[src/ncpu_msr_pkg.sv]
// MSR data width, MSR register select enum and MSR write request struct
`default_nettype none

package ncpu_msr_pkg;

   // Width of an MSR data word
   localparam int DW = 32;

   // Register selects on the MSR port
   typedef enum logic [1:0] {
      MSR_IMR = 2'd0,  // Interrupt mask, one bit per line
      MSR_IRR = 2'd1,  // Interrupt pending, read only
      MSR_TSR = 2'd2,  // Timestamp count
      MSR_TCR = 2'd3   // Timestamp control
   } msr_addr_e;

   // One write request from the backend side
   typedef struct packed {
      logic            valid;  // Single-cycle strobe
      msr_addr_e       addr;
      logic [DW-1:0]   data;
   } msr_wr_t;

endpackage

`default_nettype wire

[src/ncpu_tsc_pkg.sv]
// Timestamp counter width, compare width and TCR layout
`default_nettype none

package ncpu_tsc_pkg;

   // Width of the count register
   localparam int TSR_W = 32;

   // Compare field covers the low bits of TSR only
   localparam int CMP_W = 28;

   // Timestamp control register, en in the top bit
   typedef struct packed {
      logic             en;        // Counter runs
      logic             ien;       // Compare interrupt enabled
      logic [1:0]       reserved;
      logic [CMP_W-1:0] cmp;       // Matched against TSR[CMP_W-1:0]
   } tcr_t;

endpackage

`default_nettype wire

[src/ncpu_irq_line.sv]
// Interrupt line cell: two-flop synchronizer, mask bit and pending bit
`timescale 1ns/1ns
`default_nettype none

module ncpu_irq_line (
   input  wire  clk,
   input  wire  rst_n,
   input  wire  irq_lvl,
   input  wire  mask_we,
   input  wire  mask_wdata,
   output logic mask,
   output logic pending
);

   logic sync_q1;
   logic sync_q2;

   always_ff @(posedge clk) begin
      if (!rst_n) begin
         sync_q1 <= 1'b0;
         sync_q2 <= 1'b0;
      end else begin
         sync_q1 <= irq_lvl;              // Async level in
         sync_q2 <= sync_q1;
      end
   end

   always_ff @(posedge clk) begin
      if (!rst_n) begin
         mask <= 1'b1;                    // Line masked out of reset
      end else if (mask_we) begin
         mask <= mask_wdata;
      end
   end

   assign pending = sync_q2 & ~mask;

   // Masking a line silences it from the very next cycle,
   // whatever the synchronizer still holds
   a_mask_silences: assert property (
      @(posedge clk) disable iff (!rst_n)
      mask_we && mask_wdata |=> !pending
   );

endmodule

`default_nettype wire

[src/ncpu_irq_merge.sv]
// Interrupt merge: registered irq_sync, IMR/IRR assembly and MSR read mux
`timescale 1ns/1ns
`default_nettype none

module ncpu_irq_merge #(
   parameter int NIRQ = 32
) (
   input  wire                                  clk,
   input  wire                                  rst_n,
   input  wire [NIRQ-1:0]                       pending,
   input  wire [NIRQ-1:0]                       mask,
   input  wire                                  psr_ire,
   input  wire [ncpu_tsc_pkg::TSR_W-1:0]        tsr,
   input  wire ncpu_tsc_pkg::tcr_t              tcr,
   input  wire ncpu_msr_pkg::msr_addr_e         msr_raddr,
   output logic [ncpu_msr_pkg::DW-1:0]          msr_rdata,
   output logic                                 irq_sync
);
   import ncpu_msr_pkg::*;

   logic [DW-1:0] imr;
   logic [DW-1:0] irr;

   // Unused upper lines read as zero
   assign imr = DW'(mask);
   assign irr = DW'(pending);

   always_ff @(posedge clk) begin
      if (!rst_n) begin
         irq_sync <= 1'b0;
      end else begin
         irq_sync <= psr_ire & (|pending);  // Global enable from PSR
      end
   end

   always_comb begin
      case (msr_raddr)
         MSR_IMR: msr_rdata = imr;
         MSR_IRR: msr_rdata = irr;
         MSR_TSR: msr_rdata = DW'(tsr);
         MSR_TCR: msr_rdata = DW'(tcr);
         default: msr_rdata = '0;
      endcase
   end

endmodule

`default_nettype wire

[src/ncpu_irq_subsys.sv]
// Interrupt and timer subsystem top: MSR decoder, line cells, merge and TSC
`timescale 1ns/1ns
`default_nettype none

module ncpu_irq_subsys #(
   parameter int NIRQ         = 32,   // At most the MSR data width
   parameter int TSC_IRQ_LINE = 0
) (
   input  wire                                  clk,
   input  wire                                  rst_n,
   input  wire ncpu_msr_pkg::msr_wr_t           msr_wr,
   input  wire ncpu_msr_pkg::msr_addr_e         msr_raddr,
   output logic [ncpu_msr_pkg::DW-1:0]          msr_rdata,
   input  wire [NIRQ-1:0]                       irqs,
   input  wire                                  psr_ire,
   output logic                                 irq_sync
);
   import ncpu_msr_pkg::*;
   import ncpu_tsc_pkg::*;

   logic [NIRQ-1:0]  imr_we;
   logic [NIRQ-1:0]  imr_wdata;
   logic             tsr_we;
   logic             tcr_we;
   logic [DW-1:0]    wdata;
   logic [NIRQ-1:0]  irq_lvl;              // irqs with the timer merged in
   logic [NIRQ-1:0]  mask;
   logic [NIRQ-1:0]  pending;
   logic [TSR_W-1:0] tsr;
   tcr_t             tcr;

   ncpu_msr_decode #(.NIRQ(NIRQ)) u_msr_decode (
      .clk       (clk),
      .rst_n     (rst_n),
      .msr_wr    (msr_wr),
      .imr_we    (imr_we),
      .imr_wdata (imr_wdata),
      .tsr_we    (tsr_we),
      .tcr_we    (tcr_we),
      .wdata     (wdata)
   );

   for (genvar i = 0; i < NIRQ; i++) begin : g_line
      ncpu_irq_line u_line (
         .clk        (clk),
         .rst_n      (rst_n),
         .irq_lvl    (irq_lvl[i]),
         .mask_we    (imr_we[i]),
         .mask_wdata (imr_wdata[i]),
         .mask       (mask[i]),
         .pending    (pending[i])
      );
   end

   ncpu_irq_merge #(.NIRQ(NIRQ)) u_irq_merge (
      .clk       (clk),
      .rst_n     (rst_n),
      .pending   (pending),
      .mask      (mask),
      .psr_ire   (psr_ire),
      .tsr       (tsr),
      .tcr       (tcr),
      .msr_raddr (msr_raddr),
      .msr_rdata (msr_rdata),
      .irq_sync  (irq_sync)
   );

   ncpu_tsc #(
      .NIRQ         (NIRQ),
      .TSC_IRQ_LINE (TSC_IRQ_LINE)
   ) u_tsc (
      .clk     (clk),
      .rst_n   (rst_n),
      .tsr_we  (tsr_we),
      .tcr_we  (tcr_we),
      .wdata   (wdata),
      .irqs    (irqs),
      .tsr     (tsr),
      .tcr     (tcr),
      .irq_lvl (irq_lvl)
   );

endmodule

`default_nettype wire

[src/ncpu_msr_decode.sv]
// MSR write decoder: per-register write strobes and per-line mask writes
`timescale 1ns/1ns
`default_nettype none

module ncpu_msr_decode #(
   parameter int NIRQ = 32
) (
   input  wire                              clk,
   input  wire                              rst_n,
   input  wire ncpu_msr_pkg::msr_wr_t       msr_wr,
   output logic [NIRQ-1:0]                  imr_we,
   output logic [NIRQ-1:0]                  imr_wdata,
   output logic                             tsr_we,
   output logic                             tcr_we,
   output logic [ncpu_msr_pkg::DW-1:0]      wdata
);
   import ncpu_msr_pkg::*;

   logic imr_sel;

   always_comb begin
      imr_sel = 1'b0;
      tsr_we  = 1'b0;
      tcr_we  = 1'b0;
      if (msr_wr.valid) begin
         case (msr_wr.addr)
            MSR_IMR: imr_sel = 1'b1;
            MSR_TSR: tsr_we  = 1'b1;
            MSR_TCR: tcr_we  = 1'b1;
            default: ;                   // IRR is read only
         endcase
      end
   end

   // Every line cell sees the same strobe and picks its own data bit
   assign imr_we    = {NIRQ{imr_sel}};
   assign imr_wdata = msr_wr.data[NIRQ-1:0];
   assign wdata     = msr_wr.data;       // Shared by TSR and TCR

   // The master keeps the port idle while reset is held
   a_no_wr_in_reset: assert property (
      @(posedge clk) !rst_n |-> !msr_wr.valid
   );

   a_one_target: assert property (
      @(posedge clk) disable iff (!rst_n)
      $onehot0({|imr_we, tsr_we, tcr_we})
   );

endmodule

`default_nettype wire

[src/ncpu_tsc.sv]
// Timestamp counter with TSR, TCR, compare interrupt and IRQ line routing
`timescale 1ns/1ns
`default_nettype none

module ncpu_tsc #(
   parameter int NIRQ         = 32,
   parameter int TSC_IRQ_LINE = 0
) (
   input  wire                                  clk,
   input  wire                                  rst_n,
   input  wire                                  tsr_we,
   input  wire                                  tcr_we,
   input  wire [ncpu_msr_pkg::DW-1:0]           wdata,
   input  wire [NIRQ-1:0]                       irqs,
   output logic [ncpu_tsc_pkg::TSR_W-1:0]       tsr,
   output ncpu_tsc_pkg::tcr_t                   tcr,
   output logic [NIRQ-1:0]                      irq_lvl
);
   import ncpu_tsc_pkg::*;

   logic tsc_irq;
   logic cmp_hit;

   always_ff @(posedge clk) begin
      if (!rst_n) begin
         tsr <= '0;
      end else if (tsr_we) begin
         tsr <= TSR_W'(wdata);            // Write wins over the increment
      end else if (tcr.en) begin
         tsr <= tsr + 1'b1;
      end
   end

   always_ff @(posedge clk) begin
      if (!rst_n) begin
         tcr <= '0;
      end else if (tcr_we) begin
         tcr <= tcr_t'(wdata);
      end
   end

   assign cmp_hit = tcr.ien && (tsr[CMP_W-1:0] == tcr.cmp);

   // Sticky until software touches TCR
   always_ff @(posedge clk) begin
      if (!rst_n) begin
         tsc_irq <= 1'b0;
      end else if (tcr_we) begin
         tsc_irq <= 1'b0;
      end else if (cmp_hit) begin
         tsc_irq <= 1'b1;
      end
   end

   always_comb begin
      irq_lvl               = irqs;
      irq_lvl[TSC_IRQ_LINE] = irqs[TSC_IRQ_LINE] | tsc_irq;  // Shares the line
   end

   a_irq_needs_ien: assert property (
      @(posedge clk) disable iff (!rst_n)
      $rose(tsc_irq) |-> $past(tcr.ien)
   );

endmodule

`default_nettype wire

[config.mk]
export PLATFORM = sky130hd
export DESIGN_NAME = ncpu_irq_subsys
export DESIGN_NICKNAME = d
export VERILOG_FILES = /design/src/ncpu_msr_pkg.sv /design/src/ncpu_tsc_pkg.sv /design/src/ncpu_irq_line.sv /design/src/ncpu_irq_merge.sv /design/src/ncpu_irq_subsys.sv /design/src/ncpu_msr_decode.sv /design/src/ncpu_tsc.sv
export SDC_FILE = /design/constraint.sdc
export NUM_CORES = 1
export LEC_CHECK = 0
export BUFFER_PORTS_ARGS = -buffer_cell sky130_fd_sc_hd__buf_2
export CAP_MARGIN = 20
export CORE_MARGIN = 4
export CORE_UTILIZATION = 30
export CTS_CLUSTER_SIZE = 25
export DETAILED_ROUTE_END_ITERATION = 12
export MAX_ROUTING_LAYER = met4
export SETUP_SLACK_MARGIN = 0.1
export SLEW_MARGIN = 20
export SYNTH_ARGS = -nofsm -noshare
export SYNTH_HDL_FRONTEND = slang
export SYNTH_SLANG_ARGS = --single-unit
[constraint.sdc]
create_clock -name clk -period 5.2 [get_ports clk]
set_clock_uncertainty 0.1 [all_clocks]
set_input_delay 0.78 -clock clk [delete_from_list [all_inputs] [get_ports clk]]
set_output_delay 0.78 -clock clk [all_outputs]
set_load 0.01 [all_outputs]
==> flow_summary_export.csv, run 1 <==
group,metric,value,unit
run_status,status,"finished, final reports clean",
sta,slew_viol_final,0,
global_route,grt_max_degree,69,
worst_setup_path,path_cells,"buf_2 > buf_4 > mux4_2 > buf_2",
yosys,yosysMostFrequentCell,"dfxtp_1",
pwr,peakVddDrop,0.172,mV
yosys,syn_area,7130,um2
yosys,synth-seq-cells,162,
yosys,synthMuxAreaShare,9.90,%
clocking,clk_latency,420,ps
sta,holdWs,331,ps
placed_design,dp_hpwl,14.7,mm
yosys,yosysUniqueCellTypes,45,
worst_setup_path,reg2reg_depth,4,
placed_design,routabilityCongestion,0.829,
yosys,yosysTopAreaCell,"dfxtp_1",
pwr,p_leak,3.32,nW
clocking,htree_levels,4,
floorplanning,core.rowCount,56,
worst_setup_path,critPathArrivalTime,2480,ps
worst_setup_path,r2r_slack,2750,ps
placed_design,place.port_buffers,104,
yosys,synth-compound-area-share,9.53,%
detailed_routing,routed_wl,21.8,mm
floorplanning,core_area,23400,um2
worst_setup_path,cpPeakStageDelay,560,ps
worst_setup_path,slowest_stage,"mux4_2",
clocking,clk_pin_slew,60,ps
yosys,synthTopCellsByCount,"dfxtp_1 (162), nand2_1 (146), and2_1 (63), clkbuf_1 (46), a21oi_1 (44)",
detailed_routing,vias,5891,
final_layout,diodes,0,
detailed_routing,wl_per_cell,18.4,um
yosys,synth_warnings,0,
detailed_routing,drtPass1Iterations,5,
detailed_routing,ant_nets,0,
sta,fmax,0.298,GHz
yosys,synthAdderAreaFrac,0.176,%
min_path,min_from,"g_line[18].u_line.sync_q1",
sta,report.final.setup_viol,0,
min_path,hold_path.class,"reg -> reg",
pwr,powerDensity,355,nW/um2
global_route,antenna_found_initial,0,
min_path,whs_path_depth,1,
worst_setup_path,r2r-start,"u_tsc.tcr[31]",
sta,slew_headroom,31.9,%
clocking,clk_path_buf_depth,2,
sta,final_hold_viol_count,0,
floorplanning,ioPinCount,105,
worst_setup_path,cp_max_fo,27,
sta,fin_crit,3360,ps
worst_setup_path,cp_data_required_time,4320,ps
yosys,synth_top_family_by_area,"simple AND/OR/NAND/NOR gates",
flow_run,drv_cap,0,
detailed_routing,drtIter0Drc,436,
worst_setup_path,worst_path_most_repeated_cell,"buf_2",
yosys,synth_top_area_share,45.5,%
floorplanning,initial_core_util,30.4,%
clocking,postCtsSetupBuffers,0,
yosys,synthCells,786,
yosys,synth_edf_count,0,
clocking,cts_tree,"built",
clocking,cts-root-buf,"clkbuf_16",
yosys,ys_seq_area_share,45.5,%
final_layout,syn_to_final_growth,19.2,%
floorplanning,die_y,162,um
worst_setup_path,r2r_end,"u_tsc.tsr[27]",
clocking,cts.sinks,162,
sta,rsz0062_at_grt,"no",
yosys,synth-xor-area-share,4.92,%
detailed_routing,vias_per_cell,4.97,
worst_setup_path,path_class,"in -> out",
final_layout,post_route_cells_drive_above_1_share,20.1,%
sta,tns,0,ps
sta,tightest_slew,1020,ps
yosys,synth-async-reset-ratio,0,%
clocking,cts_hold_buf,0,
global_route,grt_pass1_vias,5534,
floorplanning,die-area,26300,um2
final_layout,utilization,36.3,%
sta,final.period_utilization,64.6,%
floorplanning,die_w,162,um
global_route,gr-usage-all-layers,17.1,%
yosys,syn_nets,859,
worst_setup_path,end_kind,"output port",
yosys,syn_avg_cell_area,9.07,um2
global_route,grt_pass1_wl,33.2,mm
global_route,grt_overflow,0,
detailed_routing,route.detailed.drc,0,
final_layout,nets,927,
min_path,hold_path_end,"g_line[18].u_line.sync_q2",
clocking,cts_buffers,17,
yosys,synthSimpleGateAreaFrac,26.0,%
yosys,synthTopCellsByArea,"dfxtp_1 (46%), mux4_2 (7.9%), nand2_1 (7.7%), and2_1 (5.5%), a21oi_1 (3.1%)",
yosys,synth_top_flop_cell,"dfxtp_1",
clocking,postCtsResizedCells,0,
worst_setup_path,startpoint_type,"primary input",
sequential cells by signal (all words and copies together), names as in the netlist:
name	count
g_line.u_line.mask	32
g_line.u_line.sync_q1	32
g_line.u_line.sync_q2	32
u_irq_merge.irq_sync	1
u_tsc.tcr	32
u_tsc.tsc_irq	1
u_tsc.tsr	32
logic make-up after synthesis:
family	Yosys count
flops	162
fa+ha+maj	1
mux	36
simple gates	362
xor+xnor	40
buf+inv	68
compound gates	117
metal layers:
layer	wire length (um)	part of all wire (%)	up-vias	global-route usage, %
met5	0	0	-	-
met4	271	1.2	0	4.23
met3	1290	5.9	14	3.17
met2	10100	46	177	26.6
met1	10100	46	2835	23.2
li1	-	-	2865	-
worst max-delay path: cells and delay by family:
kind                   cells  cell delay [ps]
buffers and inverters      3             1120
muxes                      1              560
cells in the final DEF (no fill, tap or decap), types with 4 or more instances in the layout:
cell       count
dfxtp_1      162
nand2_1      146
buf_2        103
and2_1        63
a21oi_1       44
nand3_1       36
o21ai_0       33
nor2b_1       30
mux4_2        25
xor2_1        22
xnor2_1       18
clkbuf_16     17
nor2_1        16
nand4_1       16
a31oi_1       14
nor4_1        12
or4_1         12
o31ai_1       10
mux2i_1        9
or3_1          8
buf_4          8
a211oi_1       6
inv_1          5
and4_1         4
nor3_1         4
bufinv_16      4
where the power goes:
| part | switching [W] | internal [W] | leakage (nW) |
|---|---|---|---|
| sequential | 0.0000501 | 0.00130 | 1.33 |
| clock | 0.000538 | 0.000845 | 0.313 |
| combinational | 0.000152 | 0.000127 | 1.68 |
| total | 0.000740 | 0.00227 | 3.32 |
cell type report:
type                       count  area, um2
fill                        2414      14900
multi-input combinational    556       3610
sequential                   162       3240
timing repair buffer         111        576
clock buffer                  20        467
tap                          319        399
clock inverter                11        176
inverter                       6       22.5
metrics by stage:
stage          cells  setup slack [ps]  area (um2)  power [W]
6_report        1185              1840        8490    0.00301
3_3_place_gp    1154              1800        7850    0.00165
4_1_cts         1185              1780        8490    0.00305
3_5_place_dp    1154              1790        7850    0.00166
2_1_floorplan    786              2080        7130    0.00154
5_1_grt         1185              1730        8490    0.00313
how the worst max path moves through the flow:
| stage | startpoint | endpoint | slack, ps | cells after the start |
|---|---|---|---|---|
| final | msr_raddr[0] | msr_rdata[13] | 1840 | 4 |
| after global routing | msr_raddr[0] | msr_rdata[21] | 1730 | 4 |
| after CTS | msr_raddr[0] | msr_rdata[13] | 1780 | 4 |
| after detailed placement | msr_raddr[0] | msr_rdata[13] | 1790 | 4 |
| after global placement | msr_raddr[0] | msr_rdata[11] | 1800 | 4 |
| after floorplan | msr_raddr[1] | msr_rdata[16] | 2080 | 4 |
(Power assumes the default switching activity.)
==> run 2: changes to the inputs <==
Settings changed: ABC_AREA set to 1.
Clock period 5.2 ns to 2.9 ns, I/O delays scaled along.
==> run 2 against run 1 <==
- worst setup slack got worse by 1300 ps
- first-iteration DRC count increased by 56%
- critical path depth rose by 1
- die area is 11% higher
- sequential power is 79% higher
- critical endpoint is now msr_rdata[14]
- synthesized cell count grew 52%
- register-to-register slack worse by 1600 ps
- power is 70% higher
- routed wire length grew 19%
- highest routed layer unchanged
- cell area up 11%
- sequential share of layout area shrank 3.7 points
- non-clock buffer count grew 11
==> flow_summary_export.csv, run 2 <==
group,metric,value,unit
global_route,gr-usage-all-layers,18.2,%
sta,fmax,0.424,GHz
global_route,grt_pass1_vias,7115,
global_route,grt_max_degree,81,
final_layout,utilization,36.0,%
sta,tns,0,ps
global_route,grt_overflow,0,
yosys,syn_area,7960,um2
floorplanning,die_y,171,um
worst_setup_path,path_class,"in -> out",
yosys,yosysTopAreaCell,"dfxtp_1",
detailed_routing,route.detailed.drc,0,
placed_design,routabilityCongestion,0.974,
detailed_routing,routed_wl,25.9,mm
final_layout,post_route_cells_drive_above_1_share,14.7,%
floorplanning,initial_core_util,30.6,%
yosys,syn_avg_cell_area,6.68,um2
worst_setup_path,cp_max_fo,18,
placed_design,dp_hpwl,19.7,mm
global_route,antenna_found_initial,1,
worst_setup_path,critPathArrivalTime,1820,ps
run_status,status,"finished, final reports clean",
yosys,syn_nets,1265,
sta,tightest_slew,739,ps
worst_setup_path,cp_data_required_time,2370,ps
clocking,clk_latency,430,ps
floorplanning,ioPinCount,105,
final_layout,nets,1350,
placed_design,place.port_buffers,104,
sta,final.period_utilization,81.4,%
detailed_routing,ant_nets,0,
detailed_routing,vias_per_cell,4.73,
pwr,peakVddDrop,0.405,mV
worst_setup_path,worstSetupEndpoint,"msr_rdata[14]",
final_layout,fillers,2771,
floorplanning,core_area,26100,um2
worst_setup_path,r2r-start,"u_tsc.tsr[13]",
sta,fin_crit,2360,ps
detailed_routing,drtPass1Iterations,6,
final_layout,multi_input_area,3690,um2
floorplanning,die-area,29200,um2
flow_run,drv_cap,0,
worst_setup_path,startpoint_type,"primary input",
clocking,cts_tree,"built",
clocking,cts-root-buf,"clkbuf_16",
global_route,grt_pass1_wl,40.0,mm
detailed_routing,vias,7694,
yosys,yosysMostFrequentCell,"nand2_1",
yosys,synth-seq-cells,162,
yosys,yosysUniqueCellTypes,34,
sta,report.final.setup_viol,0,
yosys,synthCells,1192,
sta,slew_viol_final,0,
yosys,synth_edf_count,0,
final_layout,ff_latch_area,3240,um2
min_path,hold_path.class,"in -> reg",
clocking,cts_buffers,17,
yosys,synth_top_flop_cell,"dfxtp_1",
worst_setup_path,reg2reg_depth,9,
worst_setup_path,end_kind,"output port",
sta,final_hold_viol_count,0,
final_layout,layout_commonest_cell,"nand2_1",
detailed_routing,wl_per_cell,15.9,um
yosys,synth_top_area_share,40.7,%
clocking,postCtsSetupBuffers,0,
yosys,synth-async-reset-ratio,0,%
yosys,synth_warnings,0,
yosys,ys_seq_area_share,40.7,%
sta,holdWs,83.7,ps
worst_setup_path,crit_path_start,"msr_raddr[0]",
final_layout,syn_to_final_growth,18.0,%
detailed_routing,drtIter0Drc,682,
sta,slew_headroom,50.7,%
pwr,powerDensity,545,nW/um2
pwr,p_leak,4.53,nW
worst_setup_path,r2r_slack,1130,ps
worst_setup_path,r2r_end,"u_tsc.tsr[19]",
clocking,cts_hold_buf,0,
clocking,postCtsResizedCells,0,
floorplanning,core.rowCount,59,
yosys,synthTopCellsByArea,"dfxtp_1 (41%), nand2_1 (19%), inv_1 (9.9%), a21oi_1 (3.8%), o21ai_0 (3.6%)",
floorplanning,die_w,171,um
final_layout,layout_common_cells,"nand2_1 (393), inv_1 (211), dfxtp_1 (162), buf_2 (103), nor2_1 (63)",
clocking,clk_path_buf_depth,2,
clocking,clk_pin_slew,60,ps
clocking,htree_levels,4,
clocking,cts.sinks,162,
yosys,synthTopCellsByCount,"nand2_1 (393), inv_1 (211), dfxtp_1 (162), nor2_1 (66), a21oi_1 (60)",
sta,rsz0062_at_grt,"no",
==> run 2: logic make-up after synthesis <==
| family | after synthesis | share of synthesized area, % |
|---|---|---|
| xor gates and xnor gates | 22 | 2.51 |
| DFF | 162 | 40.7 |
| buffers and inverters | 270 | 13.1 |
| AOI/OAI and AO/OA | 201 | 15.6 |
| and+or+nand+nor | 536 | 27.9 |
| adders and majority gates | 1 | 0.157 |
==> run 2: critical path, cell delays in order <==
cell and delay, ps:
buf_2 200, nand2_1 380, buf_4 360, o2111ai_1 250
buf_2 170
==> run 2: area by class of cell <==
type / instances / share of cell area (%)
multi-input combinational: 760 / 39.3
inverter: 214 / 8.55
sequential: 162 / 34.5
clock buffer: 19 / 4.72
antenna: 1 / 0.0266
tap: 335 / 4.46
clock inverter: 13 / 1.12
timing repair buffer: 122 / 7.27
==> run 2: worst min path at each step <==
stage	startpoint	endpoint	slack [ps]	depth (start not counted)
6_report	irqs[1]	g_line[1].u_line.sync_q1	80	3
5_1_grt	irqs[31]	g_line[31].u_line.sync_q1	70	3
4_1_cts	irqs[1]	g_line[1].u_line.sync_q1	60	3
3_5_place_dp	g_line[30].u_line.sync_q1	g_line[30].u_line.sync_q2	300	2
3_3_place_gp	g_line[29].u_line.sync_q1	g_line[29].u_line.sync_q2	290	2
2_1_floorplan	g_line[0].u_line.sync_q1	g_line[0].u_line.sync_q2	290	2
==> run 2: where the power goes <==
part	switching [W]	total, W	internal [W]
clock network	0.000979	0.00211	0.00113
logic	0.000387	0.000599	0.000211
registers	0.0000776	0.00241	0.00233
==> run 2: routing by layer <==
| metal | global-route usage [%] | vias up | share of wire [%] |
|---|---|---|---|
| li1 | - | 3890 | - |
| met1 | 24.4 | 3480 | 45 |
| met2 | 28.1 | 281 | 45 |
| met3 | 3.14 | 43 | 6.7 |
| met4 | 6.06 | 0 | 2.6 |
| met5 | - | - | 0 |
==> run 2: per-stage QoR <==
step | total power [W] | instance area, um2 | std cells | worst slack, ps
5_1_grt | 0.00534 | 9390 | 1626 | 442
6_report | 0.00512 | 9390 | 1626 | 541
3_5_place_dp | 0.00305 | 8840 | 1593 | 559
4_1_cts | 0.00515 | 9390 | 1625 | 554
3_3_place_gp | 0.00305 | 8840 | 1593 | 603
2_1_floorplan | 0.00279 | 7960 | 1192 | 1060
